File: config.mk
export PLATFORM = sky130hd
export DESIGN_NAME = cfg_loader_top
export DESIGN_NICKNAME = d
export VERILOG_FILES = /design/src/design/node_cfg_pkg.sv /design/src/design/emib_pkg.sv /design/src/design/cfg_wr_if.sv /design/src/design/cfg_tag_if.sv /design/src/design/cfg_loader_top.sv /design/src/design/layer_timing_regs.sv /design/src/design/node_identity_regs.sv /design/src/design/cfg_read_tracker.sv /design/src/design/cfg_read_sequencer.sv
export VERILOG_INCLUDE_DIRS = /design/src /design/src/design
export SDC_FILE = /design/constraint.sdc
export NUM_CORES = 1
export LEC_CHECK = 0
export BUFFER_PORTS_ARGS = -buffer_cell sky130_fd_sc_hd__buf_2
export CORE_MARGIN = 1.5
export CORE_UTILIZATION = 57
export CTS_CLUSTER_SIZE = 28
export DETAILED_ROUTE_END_ITERATION = 10
export PLACE_DENSITY = 0.84
export SKIP_CTS_REPAIR_TIMING = 1
export SYNTH_ARGS = -nofsm -noshare
export SYNTH_HDL_FRONTEND = slang
export SYNTH_SLANG_ARGS = --single-unit
File: constraint.sdc
create_clock -name i_clk -period 4.9 [get_ports i_clk]
set_clock_uncertainty 0.2 [all_clocks]
set_input_delay 0.245 -clock i_clk [delete_from_list [all_inputs] [get_ports i_clk]]
set_output_delay 0.245 -clock i_clk [all_outputs]
set_load 0.005 [all_outputs]
File: src/design/cfg_loader_cfg.svh
// widths, read latency and reset values shared by the loader RTL and its testbench
`ifndef CFG_LOADER_CFG_SVH
`define CFG_LOADER_CFG_SVH

// ************************************************************************
// EMIB bus
// ************************************************************************

`define CFG_ADDR_SZ 10             // word address into EMIB
`define CFG_WORD_SZ 16             // one EMIB data word
`define CFG_RD_LATENCY 3           // cycles from address to data

// ************************************************************************
// load sequence
// ************************************************************************

`define CFG_NUM_READS 23           // reads in one load

// ************************************************************************
// field reset values, all others clear to zero
// ************************************************************************

`define CFG_MACRO_DEFAULT 32'h000F4240
`define CFG_REAL_DEFAULT 32'h000C3500
`define CFG_SEND_DEFAULT 32'h0003E800

// up layer only
`define CFG_UP_LEN_LOCAL_DEFAULT 16'h0020

`endif
File: src/design/node_cfg_pkg.sv
// types for the decoded node configuration and the loader FSM, imported by the RTL
`default_nettype none

`include "cfg_loader_cfg.svh"

package node_cfg_pkg;

	// ************************************************************************
	// value types, built from whole EMIB words
	// ************************************************************************

	typedef logic [2*`CFG_WORD_SZ-1:0] ip_t;    // IPv4 address
	typedef logic [3*`CFG_WORD_SZ-1:0] mac_t;   // MAC address
	typedef logic [2*`CFG_WORD_SZ-1:0] time_t;  // cycle or offset time
	typedef logic [`CFG_WORD_SZ-1:0] len_t;     // data length in 16-bit words

	// owner of a field
	typedef enum logic [1:0] {
		L_NODE,
		L_UP,
		L_DOWN
	} layer_e;

	// item within the owner
	typedef enum logic [3:0] {
		F_IP,
		F_MAC,
		F_TYPE,
		F_STATE,
		F_MACRO,
		F_REAL,
		F_SEND,
		F_LEN_LOCAL,
		F_LEN_NET
	} field_e;

	// read sequencer FSM
	typedef enum logic [1:0] {
		S_IDLE,
		S_READ,
		S_DONE
	} seq_state_e;

endpackage

`default_nettype wire

File: src/design/emib_pkg.sv
// memory-side types of the EMIB read port, imported by the loader modules and interfaces
`default_nettype none

`include "cfg_loader_cfg.svh"

package emib_pkg;

	// word address presented with the read enable
	typedef logic [`CFG_ADDR_SZ-1:0] emib_addr_t;

	// one data word as returned by the memory
	typedef logic [`CFG_WORD_SZ-1:0] emib_word_t;

	// position of a word inside a multi-word field
	// 0 is read first and lands in the top slot
	typedef logic [1:0] word_idx_t;

endpackage

`default_nettype wire

File: src/design/cfg_wr_if.sv
// captured EMIB word with its destination, broadcast from the tracker to the field registers
`default_nettype none

interface cfg_wr_if import emib_pkg::*, node_cfg_pkg::*; ();

	logic wr_en;
	layer_e layer;        // selects the receiving register block
	field_e field;
	word_idx_t word_idx;
	emib_word_t data;

	// receivers always accept, so no ready
	modport src (
		output wr_en, layer, field, word_idx, data
	);

	modport dst (
		input wr_en, layer, field, word_idx, data
	);

endinterface

`default_nettype wire

File: src/design/cfg_tag_if.sv
// tag of each EMIB read in flight, passed from the read sequencer to the tracker
`default_nettype none

interface cfg_tag_if import emib_pkg::*, node_cfg_pkg::*; ();

	logic valid;          // same cycles as o_rd_ram_en
	layer_e layer;
	field_e field;
	word_idx_t word_idx;
	logic last;           // final read of the load

	modport src (
		output valid, layer, field, word_idx, last
	);

	modport dst (
		input valid, layer, field, word_idx, last
	);

endinterface

`default_nettype wire

File: src/design/cfg_loader_top.sv
// configuration loader top level, reads node setup from EMIB and presents it on plain ports
`default_nettype none

module cfg_loader_top import emib_pkg::*, node_cfg_pkg::*; (
	input wire i_clk,
	input wire i_rst_n,
	input wire i_read_flash_done,
	input wire i_config_flag,
	input emib_word_t i_emib_data,

	output emib_addr_t o_emib_addr,
	output logic o_rd_ram_en,
	output logic o_cfg_done,

	output ip_t o_local_ip,
	output mac_t o_local_mac,
	output emib_word_t o_device_type,
	output emib_word_t o_device_state,

	output time_t o_up_macro_cycle_time,
	output time_t o_up_real_cycle_time,
	output time_t o_up_send_offset,
	output len_t o_up_data_len_local,
	output len_t o_up_data_len_net,

	output time_t o_down_macro_cycle_time,
	output time_t o_down_real_cycle_time,
	output time_t o_down_send_offset,
	output len_t o_down_data_len_local,
	output len_t o_down_data_len_net
);

	cfg_tag_if tag_bus ();    // sequencer to tracker
	cfg_wr_if wr_bus ();      // tracker to all register blocks

	cfg_read_sequencer u_seq (
		.i_clk (i_clk),
		.i_rst_n (i_rst_n),
		.i_read_flash_done (i_read_flash_done),
		.i_config_flag (i_config_flag),
		.o_emib_addr (o_emib_addr),
		.o_rd_ram_en (o_rd_ram_en),
		.tag (tag_bus)
	);

	cfg_read_tracker u_trk (
		.i_clk (i_clk),
		.i_rst_n (i_rst_n),
		.i_emib_data (i_emib_data),
		.tag (tag_bus),
		.wr (wr_bus),
		.o_cfg_done (o_cfg_done)
	);

	// ************************************************************************
	// field registers
	// ************************************************************************

	node_identity_regs u_ident (
		.i_clk (i_clk),
		.i_rst_n (i_rst_n),
		.wr (wr_bus),
		.o_local_ip (o_local_ip),
		.o_local_mac (o_local_mac),
		.o_device_type (o_device_type),
		.o_device_state (o_device_state)
	);

	layer_timing_regs #(.LAYER(L_UP)) u_up (
		.i_clk (i_clk),
		.i_rst_n (i_rst_n),
		.wr (wr_bus),
		.o_macro_cycle_time (o_up_macro_cycle_time),
		.o_real_cycle_time (o_up_real_cycle_time),
		.o_send_offset (o_up_send_offset),
		.o_data_len_local (o_up_data_len_local),
		.o_data_len_net (o_up_data_len_net)
	);

	layer_timing_regs #(.LAYER(L_DOWN)) u_down (
		.i_clk (i_clk),
		.i_rst_n (i_rst_n),
		.wr (wr_bus),
		.o_macro_cycle_time (o_down_macro_cycle_time),
		.o_real_cycle_time (o_down_real_cycle_time),
		.o_send_offset (o_down_send_offset),
		.o_data_len_local (o_down_data_len_local),
		.o_data_len_net (o_down_data_len_net)
	);

endmodule

`default_nettype wire

File: src/design/layer_timing_regs.sv
// cycle times, send offset and data lengths of one network layer, selected by LAYER
`default_nettype none

`include "cfg_loader_cfg.svh"

module layer_timing_regs import node_cfg_pkg::*; #(
	parameter layer_e LAYER = L_UP      // L_UP or L_DOWN
) (
	input wire i_clk,
	input wire i_rst_n,
	cfg_wr_if.dst wr,
	output time_t o_macro_cycle_time,
	output time_t o_real_cycle_time,
	output time_t o_send_offset,
	output len_t o_data_len_local,
	output len_t o_data_len_net
);

	localparam int W = `CFG_WORD_SZ;

	// only the up layer has a nonzero local length at reset
	localparam len_t LEN_LOCAL_RST = (LAYER == L_UP) ? len_t'(`CFG_UP_LEN_LOCAL_DEFAULT) : len_t'(0);

	logic layer_wr;
	int half;              // 1 selects the upper half

	assign layer_wr = wr.wr_en && (wr.layer == LAYER);
	assign half = 1 - int'(wr.word_idx);

	always_ff @(posedge i_clk or negedge i_rst_n)
	begin
		if (!i_rst_n)
		begin
			o_macro_cycle_time <= `CFG_MACRO_DEFAULT;
			o_real_cycle_time <= `CFG_REAL_DEFAULT;
			o_send_offset <= `CFG_SEND_DEFAULT;
			o_data_len_local <= LEN_LOCAL_RST;
			o_data_len_net <= '0;
		end
		else if (layer_wr)
		begin
			case (wr.field)
				F_MACRO: o_macro_cycle_time[W*half +: W] <= wr.data;
				F_REAL: o_real_cycle_time[W*half +: W] <= wr.data;
				F_SEND: o_send_offset[W*half +: W] <= wr.data;
				// stored in bytes, kept in 16-bit words
				F_LEN_LOCAL: o_data_len_local <= wr.data >> 1;
				F_LEN_NET: o_data_len_net <= wr.data >> 1;
				default: ;
			endcase
		end
	end

	a_idx_two_words: assert property (@(posedge i_clk) disable iff (!i_rst_n)
		layer_wr |-> wr.word_idx <= 2'd1)
		else $error("layer %s got word index %0d", LAYER.name(), wr.word_idx);

endmodule

`default_nettype wire

File: src/design/node_identity_regs.sv
// node IP, MAC, device type and device state registers, loaded word by word from the tracker
`default_nettype none

`include "cfg_loader_cfg.svh"

module node_identity_regs import emib_pkg::*, node_cfg_pkg::*; (
	input wire i_clk,
	input wire i_rst_n,
	cfg_wr_if.dst wr,
	output ip_t o_local_ip,
	output mac_t o_local_mac,
	output emib_word_t o_device_type,
	output emib_word_t o_device_state
);

	localparam int IP_WORDS = $bits(ip_t) / `CFG_WORD_SZ;
	localparam int MAC_WORDS = $bits(mac_t) / `CFG_WORD_SZ;

	logic node_wr;

	// words making up each field
	function automatic int field_words(field_e f);
		case (f)
			F_IP: return IP_WORDS;
			F_MAC: return MAC_WORDS;
			default: return 1;
		endcase
	endfunction

	assign node_wr = wr.wr_en && (wr.layer == L_NODE);

	always_ff @(posedge i_clk or negedge i_rst_n)
	begin
		if (!i_rst_n)
		begin
			o_local_ip <= '0;
			o_local_mac <= '0;
			o_device_type <= '0;
			o_device_state <= '0;
		end
		else if (node_wr)
		begin
			case (wr.field)
				// word 0 goes to the top slot
				F_IP: o_local_ip[`CFG_WORD_SZ*(IP_WORDS-1-int'(wr.word_idx)) +: `CFG_WORD_SZ]
					<= wr.data;
				F_MAC: o_local_mac[`CFG_WORD_SZ*(MAC_WORDS-1-int'(wr.word_idx)) +: `CFG_WORD_SZ]
					<= wr.data;
				F_TYPE: o_device_type <= wr.data;
				F_STATE: o_device_state <= wr.data;
				default: ;   // timing fields not held here
			endcase
		end
	end

	a_idx_range: assert property (@(posedge i_clk) disable iff (!i_rst_n)
		node_wr |-> int'(wr.word_idx) < field_words(wr.field))
		else $error("word index %0d out of range for field %s", wr.word_idx, wr.field.name());

endmodule

`default_nettype wire

File: src/design/cfg_read_tracker.sv
// delay line that lines each read tag up with its returned EMIB word and flags load done
`default_nettype none

`include "cfg_loader_cfg.svh"

module cfg_read_tracker import emib_pkg::*, node_cfg_pkg::*; (
	input wire i_clk,
	input wire i_rst_n,
	input emib_word_t i_emib_data,
	cfg_tag_if.dst tag,
	cfg_wr_if.src wr,
	output logic o_cfg_done
);

	localparam int LAT = `CFG_RD_LATENCY;

	logic [LAT-1:0] vld_sr;
	logic [LAT-1:0] last_sr;
	layer_e layer_sr [LAT];
	field_e field_sr [LAT];
	word_idx_t idx_sr [LAT];

	always_ff @(posedge i_clk or negedge i_rst_n)
	begin
		if (!i_rst_n)
		begin
			vld_sr <= '0;
			last_sr <= '0;
			o_cfg_done <= 1'b0;
		end
		else
		begin
			vld_sr <= {vld_sr[LAT-2:0], tag.valid};
			last_sr <= {last_sr[LAT-2:0], tag.last};
			if (vld_sr[LAT-1] && last_sr[LAT-1])
				o_cfg_done <= 1'b1;   // sticky until reset
		end
	end

	// tag payload follows the valid bits
	always_ff @(posedge i_clk)
	begin
		layer_sr[0] <= tag.layer;
		field_sr[0] <= tag.field;
		idx_sr[0] <= tag.word_idx;
		for (int i = 1; i < LAT; i++)
		begin
			layer_sr[i] <= layer_sr[i-1];
			field_sr[i] <= field_sr[i-1];
			idx_sr[i] <= idx_sr[i-1];
		end
	end

	// oldest stage meets its data this cycle
	assign wr.wr_en = vld_sr[LAT-1];
	assign wr.layer = layer_sr[LAT-1];
	assign wr.field = field_sr[LAT-1];
	assign wr.word_idx = idx_sr[LAT-1];
	assign wr.data = i_emib_data;

	a_wr_latency: assert property (@(posedge i_clk) disable iff (!i_rst_n)
		wr.wr_en == $past(tag.valid, `CFG_RD_LATENCY))
		else $error("write strobe out of step with read tag");

endmodule

`default_nettype wire

File: src/design/cfg_read_sequencer.sv
// FSM that walks the fixed EMIB address table and issues one tagged read per cycle
`default_nettype none

`include "cfg_loader_cfg.svh"

module cfg_read_sequencer import emib_pkg::*, node_cfg_pkg::*; (
	input wire i_clk,
	input wire i_rst_n,
	input wire i_read_flash_done,
	input wire i_config_flag,
	output emib_addr_t o_emib_addr,
	output logic o_rd_ram_en,
	cfg_tag_if.src tag
);

	typedef struct packed {
		emib_addr_t addr;
		layer_e layer;
		field_e field;
		word_idx_t idx;
	} step_t;

	localparam logic [4:0] LAST_STEP = 5'(`CFG_NUM_READS - 1);

	// ************************************************************************
	// read table, one entry per step
	// ************************************************************************

	localparam step_t STEP_TBL [`CFG_NUM_READS] = '{
		'{'h026, L_NODE, F_IP, 2'd0},
		'{'h027, L_NODE, F_IP, 2'd1},
		'{'h02C, L_NODE, F_MAC, 2'd0},
		'{'h02D, L_NODE, F_MAC, 2'd1},
		'{'h02E, L_NODE, F_MAC, 2'd2},
		'{'h033, L_NODE, F_TYPE, 2'd0},
		'{'h034, L_NODE, F_STATE, 2'd0},
		'{'h051, L_UP, F_MACRO, 2'd0},
		'{'h052, L_UP, F_MACRO, 2'd1},
		'{'h053, L_UP, F_REAL, 2'd0},
		'{'h054, L_UP, F_REAL, 2'd1},
		'{'h057, L_UP, F_SEND, 2'd0},
		'{'h058, L_UP, F_SEND, 2'd1},
		'{'h059, L_UP, F_LEN_LOCAL, 2'd0},
		'{'h05C, L_UP, F_LEN_NET, 2'd0},
		'{'h05D, L_DOWN, F_MACRO, 2'd0},
		'{'h05E, L_DOWN, F_MACRO, 2'd1},
		'{'h05F, L_DOWN, F_REAL, 2'd0},
		'{'h060, L_DOWN, F_REAL, 2'd1},
		'{'h061, L_DOWN, F_SEND, 2'd0},
		'{'h062, L_DOWN, F_SEND, 2'd1},
		'{'h063, L_DOWN, F_LEN_LOCAL, 2'd0},
		'{'h066, L_DOWN, F_LEN_NET, 2'd0}
	};

	seq_state_e state_q, state_d;
	logic [4:0] step_q;
	logic start;
	step_t cur_q;             // entry on the bus this cycle

	assign start = i_read_flash_done && i_config_flag;

	always_comb
	begin
		state_d = state_q;
		case (state_q)
			S_IDLE: if (start) state_d = S_READ;
			S_READ: if (step_q == LAST_STEP) state_d = S_DONE;
			S_DONE: state_d = S_IDLE;   // one cycle, then may reload
			default: state_d = S_IDLE;
		endcase
	end

	always_ff @(posedge i_clk or negedge i_rst_n)
	begin
		if (!i_rst_n)
		begin
			state_q <= S_IDLE;
			step_q <= '0;
		end
		else
		begin
			state_q <= state_d;
			if (state_q == S_READ)
				step_q <= (step_q == LAST_STEP) ? 5'd0 : step_q + 5'd1;
		end
	end

	// bus outputs lag the state by one cycle
	always_ff @(posedge i_clk or negedge i_rst_n)
	begin
		if (!i_rst_n)
		begin
			o_rd_ram_en <= 1'b0;
			o_emib_addr <= '0;
			tag.valid <= 1'b0;
			tag.last <= 1'b0;
		end
		else if (state_q == S_READ)
		begin
			o_rd_ram_en <= 1'b1;
			o_emib_addr <= STEP_TBL[step_q].addr;
			tag.valid <= 1'b1;
			tag.last <= (step_q == LAST_STEP);
		end
		else
		begin
			o_rd_ram_en <= 1'b0;
			o_emib_addr <= '0;     // address parks at zero
			tag.valid <= 1'b0;
			tag.last <= 1'b0;
		end
	end

	always_ff @(posedge i_clk)
	begin
		cur_q <= STEP_TBL[step_q];
	end

	assign tag.layer = cur_q.layer;
	assign tag.field = cur_q.field;
	assign tag.word_idx = cur_q.idx;

	a_burst_len: assert property (@(posedge i_clk) disable iff (!i_rst_n)
		o_rd_ram_en [*`CFG_NUM_READS] |=> !o_rd_ram_en)
		else $error("read burst longer than %0d cycles", `CFG_NUM_READS);

	a_addr_nonzero: assert property (@(posedge i_clk) disable iff (!i_rst_n)
		o_rd_ram_en |-> o_emib_addr != '0)
		else $error("read issued to address zero");

endmodule

`default_nettype wire

==> out/metrics.yaml, run 1 <==
floorplan:
  boundaryPins: 400
  die_area_sq_um: 29600
  die_width_um: 172
  core_area_sq_um: 27900
  rows: 61
  die_h_um: 172
  start_util_pct: 58.3
layout:
  design_area_sq_um: 19900
  diodes: 0
  final_common_cell: "buf_2"
  regArea_sq_um: 10400
  area_growth_pct: 22.5
  fin_nets: 1489
  fill_cells: 1900
  drive_gt1_share_pct: 57.6
  most-common-layout-cells: "buf_2 (391), dfrtp_1 (348), mux2_2 (316), clkbuf_16 (43), dfstp_2 (39)"
  multiInputGateArea_sq_um: 5470
sta:
  finalSetupTns_ns: 0
  fin_crit_ns: 2.90
  fin_crit_sh_pct: 59.1
  hold_slack_ns: 0.0260
  rsz0062_at_grt: "no"
  fmax_ghz: 0.345
  finalHoldViolCount: 0
  tightest_slew_ns: 1.24
  slew_viol_final: 0
  setup_viol: 0
  slew_headroom_pct: 17.5
  setup_slack_ns: 2.00
route:
  drt-total-wl_um: 45100
  top_layer: "met4"
  dr.pass1.iters: 6
  dr_wl_met2_um: 22000
  met3WireLength_um: 3830
  ant_nets: 0
  num_vias: 10600
  drt-met1-wl_um: 17600
  vias_per_cell: 5.70
  post-route-drc-count: 0
  drt-initial-drc-count: 730
  wl_per_cell_um: 24.3
clock_tree:
  ctsRootBufferMaster: "clkbuf_16"
  clk_path_buf_depth: 3
  tritoncts: "built"
  numCtsBuffers: 42
  htree_levels: 2
  insertion_delay_ns: 0.53
  clkSlewWorstSetupHoldPaths_ns: 0.06
  cts.sinks: 419
worst_setup_path:
  cp_slowest_cell: "nor3b_2"
  crit_path_end_kind: "flop"
  arrival_ns: 3.17
  cp_cell_sequence: "inv_1 -> ha_1 -> nor3b_2 -> and2_0 -> mux2_2"
  worst_path_largest_cell_delay_ns: 0.85
  start_kind: "flop"
  worstRegToRegCells: 5
  path_max_fanout: 16
  crit_required_ns: 5.17
  critPathKind: "flop to flop"
synth:
  ys_ff_latch: 419
  async_flop_share_pct: 92.4
  ys_types: 60
  yosysWarnings: 0
  synth_edf_count: 0
  ys.flop_type: "dfrtp_1"
  yosysTopAreaCell: "dfrtp_1"
  ys_seq_area_share_pct: 63.7
  yosys-top-cells-area: "dfrtp_1 (54%), mux2_2 (22%), dfstp_2 (6.3%)"
  synth_cells: 1065
  syn-cell-area_sq_um: 16300
  avgSynthCellArea_sq_um: 15.3
  yosysTopAreaCellShare_pct: 53.5
hold_path:
  worstHoldPathCells: 2
  hp-class: "primary input to flop"
power_and_ir_drop:
  peakVddDrop_uv: 413
  leakagePower_nw: 9.40
  power_density_nw_per_um2: 617
  power_mw: 12.3
placed_design:
  placed_area_sq_um: 18500
  dpl.hpwl_um: 30400
  preCtsSetupSlack_ns: 1.97
  port_buffers: 392
  gp_congestion: 0.817
grt:
  grt.overflow.total: 0
  grt_use_total_pct: 30.2
  grt_pass1_wl_um: 65800
  antenna_found_initial: 1
  grt_start_max_net_pins: 124
  grt_pass1_vias: 10600
run:
  drv_cap: 0
run_status:
  status: "complete, no violations"
-- per-layer routing --
metal,global-route usage [%],up-vias
met2,50.2,485
met3,7.74,103
met5,0,-
li1,-,4520
met4,12.2,0
met1,37.9,5483
-- metrics by stage --
step / std cells / utilization [%]
3_3_place_gp: 1775 / 66.1
4_1_cts: 1852 / 71.1
3_5_place_dp: 1775 / 66.1
6_report: 1859 / 71.4
2_1_floorplan: 1071 / -
5_1_grt: 1859 / 71.4
-- flip-flops by register name (all words and copies together), names as in the netlist, 12 cells and up --
signal	cells
u_ident.o_local_mac	48
u_down.o_macro_cycle_time	32
u_down.o_real_cycle_time	32
u_down.o_send_offset	32
u_ident.o_local_ip	32
u_up.o_macro_cycle_time	32
u_up.o_real_cycle_time	32
u_up.o_send_offset	32
u_ident.o_device_state	16
u_ident.o_device_type	16
u_down.o_data_len_local	15
u_down.o_data_len_net	15
u_up.o_data_len_local	15
u_up.o_data_len_net	15
u_trk.field_sr	12
-- layout make-up --
cell class	instances	area share (%)
inverter	23	0.433
multi-input combinational	556	27.5
sequential	419	52.0
timing repair buffer	406	10.6
clock inverter	10	0.929
tap	378	2.37
clock buffer	67	6.15
-- Yosys cell counts (2+ instances only) --
master / count
o21ai_0: 10
nand3b_1: 2
buf_2: 29
buf_6: 3
nor2_1: 10
and4b_1: 2
a31o_2: 15
and4bb_2: 3
dfrtp_1: 348
dfxtp_1: 32
a21oi_1: 3
a211oi_1: 4
ha_1: 21
nor2b_1: 6
xor2_1: 2
buf_4: 15
o31ai_1: 2
inv_1: 23
nor4bb_1: 2
dfstp_2: 39
nand3_2: 5
nor3_1: 2
nand2b_1: 5
and2_0: 32
nand4_2: 3
a31oi_1: 16
nand2_1: 19
mux2_2: 316
clkbuf_1: 24
nor3b_1: 2
nor4_4: 3
nand3_1: 4
nand4b_1: 2
a22o_1: 35
-- power breakdown --
part | leakage [nW] | internal, mW | switching [mW] | total [mW]
registers | 4.86 | 4.66 | 0.759 | 5.42
clock network | 0.682 | 1.98 | 1.31 | 3.29
logic | 3.86 | 1.80 | 1.78 | 3.58
total | 9.40 | 8.45 | 3.85 | 12.3
-- critical path, delay by kind of cell (launching register included) --
family	cells	cell delay, ns
fa+ha+maj	1	0.36
buf+inv	1	0.16
flops	1	0.51
mux	1	0.25
simple gates	2	1.34
-- worst paths after layout --
path	to	slack [ns]	from
worst max-delay path	u_up.o_macro_cycle_time[27]$_DFFE_PN0P_	2.00	u_trk.idx_sr[0][4]$_DFF_P_
worst min-delay path	u_ident.o_local_mac[1]$_DFFE_PN0P_	0.03	i_emib_data[1]
worst max register to register	u_up.o_macro_cycle_time[27]$_DFFE_PN0P_	2.00	u_trk.idx_sr[0][4]$_DFF_P_
worst min register to register	u_trk.idx_sr[0][0]$_DFF_P_	0.12	u_seq.tag.word_idx[0]$_DFF_P_
max in group asynchronous	u_up.o_data_len_net[0]$_DFFE_PN0P_	3.09	i_rst_n
min in group asynchronous	u_down.o_real_cycle_time[30]$_DFFE_PN0P_	0.18	i_rst_n
-- cell families after synthesis --
logic type                 after synthesis  synth area share [%]
AOI/OAI and AO/OA                       92                  4.34
xor gates and xnor gates                 3                 0.161
adders and majority gates               21                  1.61
buffers and inverters                   96                  2.93
DFF                                    419                  63.7
muxes                                  318                  22.1
other                                    1                0.0230
and+or+nand+nor                        115                  5.12
No activity file was read; power rests on OpenSTA's default activity.
==> run 2, diff against run 1 <==
CORE_UTILIZATION = 53   (was 57)
PLACE_DENSITY = 0.79   (was 0.84)
clock period = 2.95 ns   (was 4.9 ns; I/O delays follow)
==> out/metrics.yaml, run 2 (synthesis gave the netlist of run 1 again) <==
grt:
  grt_pass1_vias: 10800  # was 10.6k
  grt_pass1_wl_um: 66400  # was 65,800 um
  grt_start_max_net_pins: 84  # was 124
  grt_use_total_pct: 28.1  # was 30.2%
  antenna_found_initial: 1  # unchanged
  grt.overflow.total: 0  # unchanged
route:
  vias_per_cell: 5.58  # was 5.70
  ant_nets: 0  # unchanged
  post-route-drc-count: 0  # unchanged
  drt-total-wl_um: 44700  # was 45,100 um
  num_vias: 10700  # was 10.6k
  dr.pass1.iters: 4  # was 6
  drt-initial-drc-count: 591  # was 730
  wl_per_cell_um: 23.4  # was 24.3 um
clock_tree:
  ctsRootBufferMaster: "clkbuf_16"  # unchanged
  insertion_delay_ns: 0.52  # was 0.53 ns
  cts.sinks: 419  # unchanged
  clkSlewWorstSetupHoldPaths_ns: 0.06  # about the same
  clk_path_buf_depth: 3  # unchanged
  numCtsBuffers: 42  # unchanged
  htree_levels: 2  # unchanged
  tritoncts: "built"  # unchanged
sta:
  finalHoldViolCount: 0  # unchanged
  hold_slack_ns: 0.0259  # was 0.0260 ns
  tightest_slew_ns: 0.775  # was 1.24 ns
  fin_crit_sh_pct: 93.8  # was 59.1%
  setup_slack_ns: 0.183  # was 2.00 ns
  finalSetupTns_ns: 0  # unchanged
  slew_headroom_pct: 48.3  # was 17.5%
  slew_viol_final: 0  # unchanged
  rsz0062_at_grt: "no"  # unchanged
  fin_crit_ns: 2.77  # was 2.90 ns
  setup_viol: 0  # unchanged
  fmax_ghz: 0.361  # was 0.345 GHz
placed_design:
  dpl.hpwl_um: 30500  # was 30,400 um
  dp.cells: 1820  # was 1,775
  preCtsSetupSlack_ns: 0.242  # was 1.97 ns
  port_buffers: 392  # unchanged
  placed_area_sq_um: 18700  # was 18,500 sq um
  gp_congestion: 0.826  # was 0.817
worst_setup_path:
  reg2reg_slack_ns: 0.18  # was 2.00 ns
  crit_required_ns: 3.20  # was 5.17 ns
  endpoint: "u_down.o_real_cycle_time[13]$_DFFE_PN1P_"  # was u_up.o_macro_cycle_time[27]$_DFFE_PN0P_
  crit_path_start: "u_trk.idx_sr[0][4]$_DFF_P_"  # unchanged
  critPathKind: "flop to flop"  # unchanged
  regToRegStartpoint: "u_trk.idx_sr[0][4]$_DFF_P_"  # unchanged
  r2r_end: "u_down.o_real_cycle_time[13]$_DFFE_PN1P_"  # was u_up.o_macro_cycle_time[27]$_DFFE_PN0P_
  path_max_fanout: 16  # unchanged
  arrival_ns: 3.02  # was 3.17 ns
  worstRegToRegCells: 5  # unchanged
  crit_path_end_kind: "flop"  # unchanged
  start_kind: "flop"  # unchanged
layout:
  fin_nets: 1534  # was 1,489
  top_register: "u_ident.o_local_mac"  # unchanged
  largest_register_ffs: 48  # unchanged
  diodes: 0  # unchanged
  final_common_cell: "buf_2"  # unchanged
  most-common-layout-cells: "buf_2 (391), dfrtp_1 (348), mux2_2 (316), clkbuf_16 (43), dfstp_2 (39)"  # unchanged
  drive_gt1_share_pct: 58.4  # was 57.6%
  design_area_sq_um: 20300  # was 19,900 sq um
  final_cell_count_no_fill: 1915  # was 1,859
  area_growth_pct: 24.8  # was 22.5%
  utilization_pct: 67.8  # was 71.4%
hold_path:
  hp-class: "primary input to async pin"  # was primary input to flop
run:
  drv_cap: 0  # unchanged
floorplan:
  die_area_sq_um: 31800  # was 29,600 sq um
  die_width_um: 178  # was 172 um
  start_util_pct: 54.3  # was 58.3%
  rows: 63  # was 61
  boundaryPins: 400  # unchanged
  die_h_um: 178  # was 172 um
  core_area_sq_um: 30000  # was 27,900 sq um
power_and_ir_drop:
  peakVddDrop_uv: 823  # was 413 uV
  power_mw: 20.3  # was 12.3 mW
  power_density_nw_per_um2: 997  # was 617 nW/um^2
  leakagePower_nw: 9.60  # was 9.40 nW
run_status:
  status: "complete, no violations"  # unchanged
-- run 2: area by class of cell --
type / instances / area (sq um)
Sequential cell: 419 / 10400
Fill cell: 2105 / 9640
Multi-Input combinational cell: 556 / 5470
Timing Repair Buffer: 451 / 2500
Clock buffer: 63 / 1240
Tap cell: 390 / 488
Clock inverter: 13 / 154
Inverter: 23 / 86.3
-- run 2: layer usage --
layer | global-route usage (%) | part of all wire [%]
met4 | 8.09 | 2.4
met3 | 7.31 | 7.8
met2 | 47.8 | 50
met5 | 0 | 0
met1 | 35.5 | 40
-- run 2: worst min-delay path by stage --
stage / from / end / slack, ns / cells past startpoint
floorplan: i_rst_n / u_down.o_data_len_local[0]$_DFFE_PN0P_ / -0.35 / 0
global placement: i_rst_n / u_down.o_macro_cycle_time[30]$_DFFE_PN0P_ / 0.003 / 1
detailed placement: i_rst_n / u_down.o_macro_cycle_time[30]$_DFFE_PN0P_ / 0.006 / 1
CTS: i_rst_n / u_down.o_macro_cycle_time[30]$_DFFE_PN0P_ / -0.55 / 1
global route: i_rst_n / u_down.o_macro_cycle_time[30]$_DFFE_PN0P_ / 0.08 / 2
finish: i_rst_n / u_down.o_macro_cycle_time[30]$_DFFE_PN0P_ / 0.03 / 2
-- run 2: power breakdown --
part           internal (mW)  switching [mW]
Clock                   3.17            2.14
Sequential              7.74            1.21
Combinational           3.05            2.94
-- run 2: critical path: stages (launching register included) --
cell	delay, ns
dfxtp_1	0.52
inv_1	0.17
ha_1	0.39
and3b_1	0.69
and2_0	0.47
mux2_2	0.24
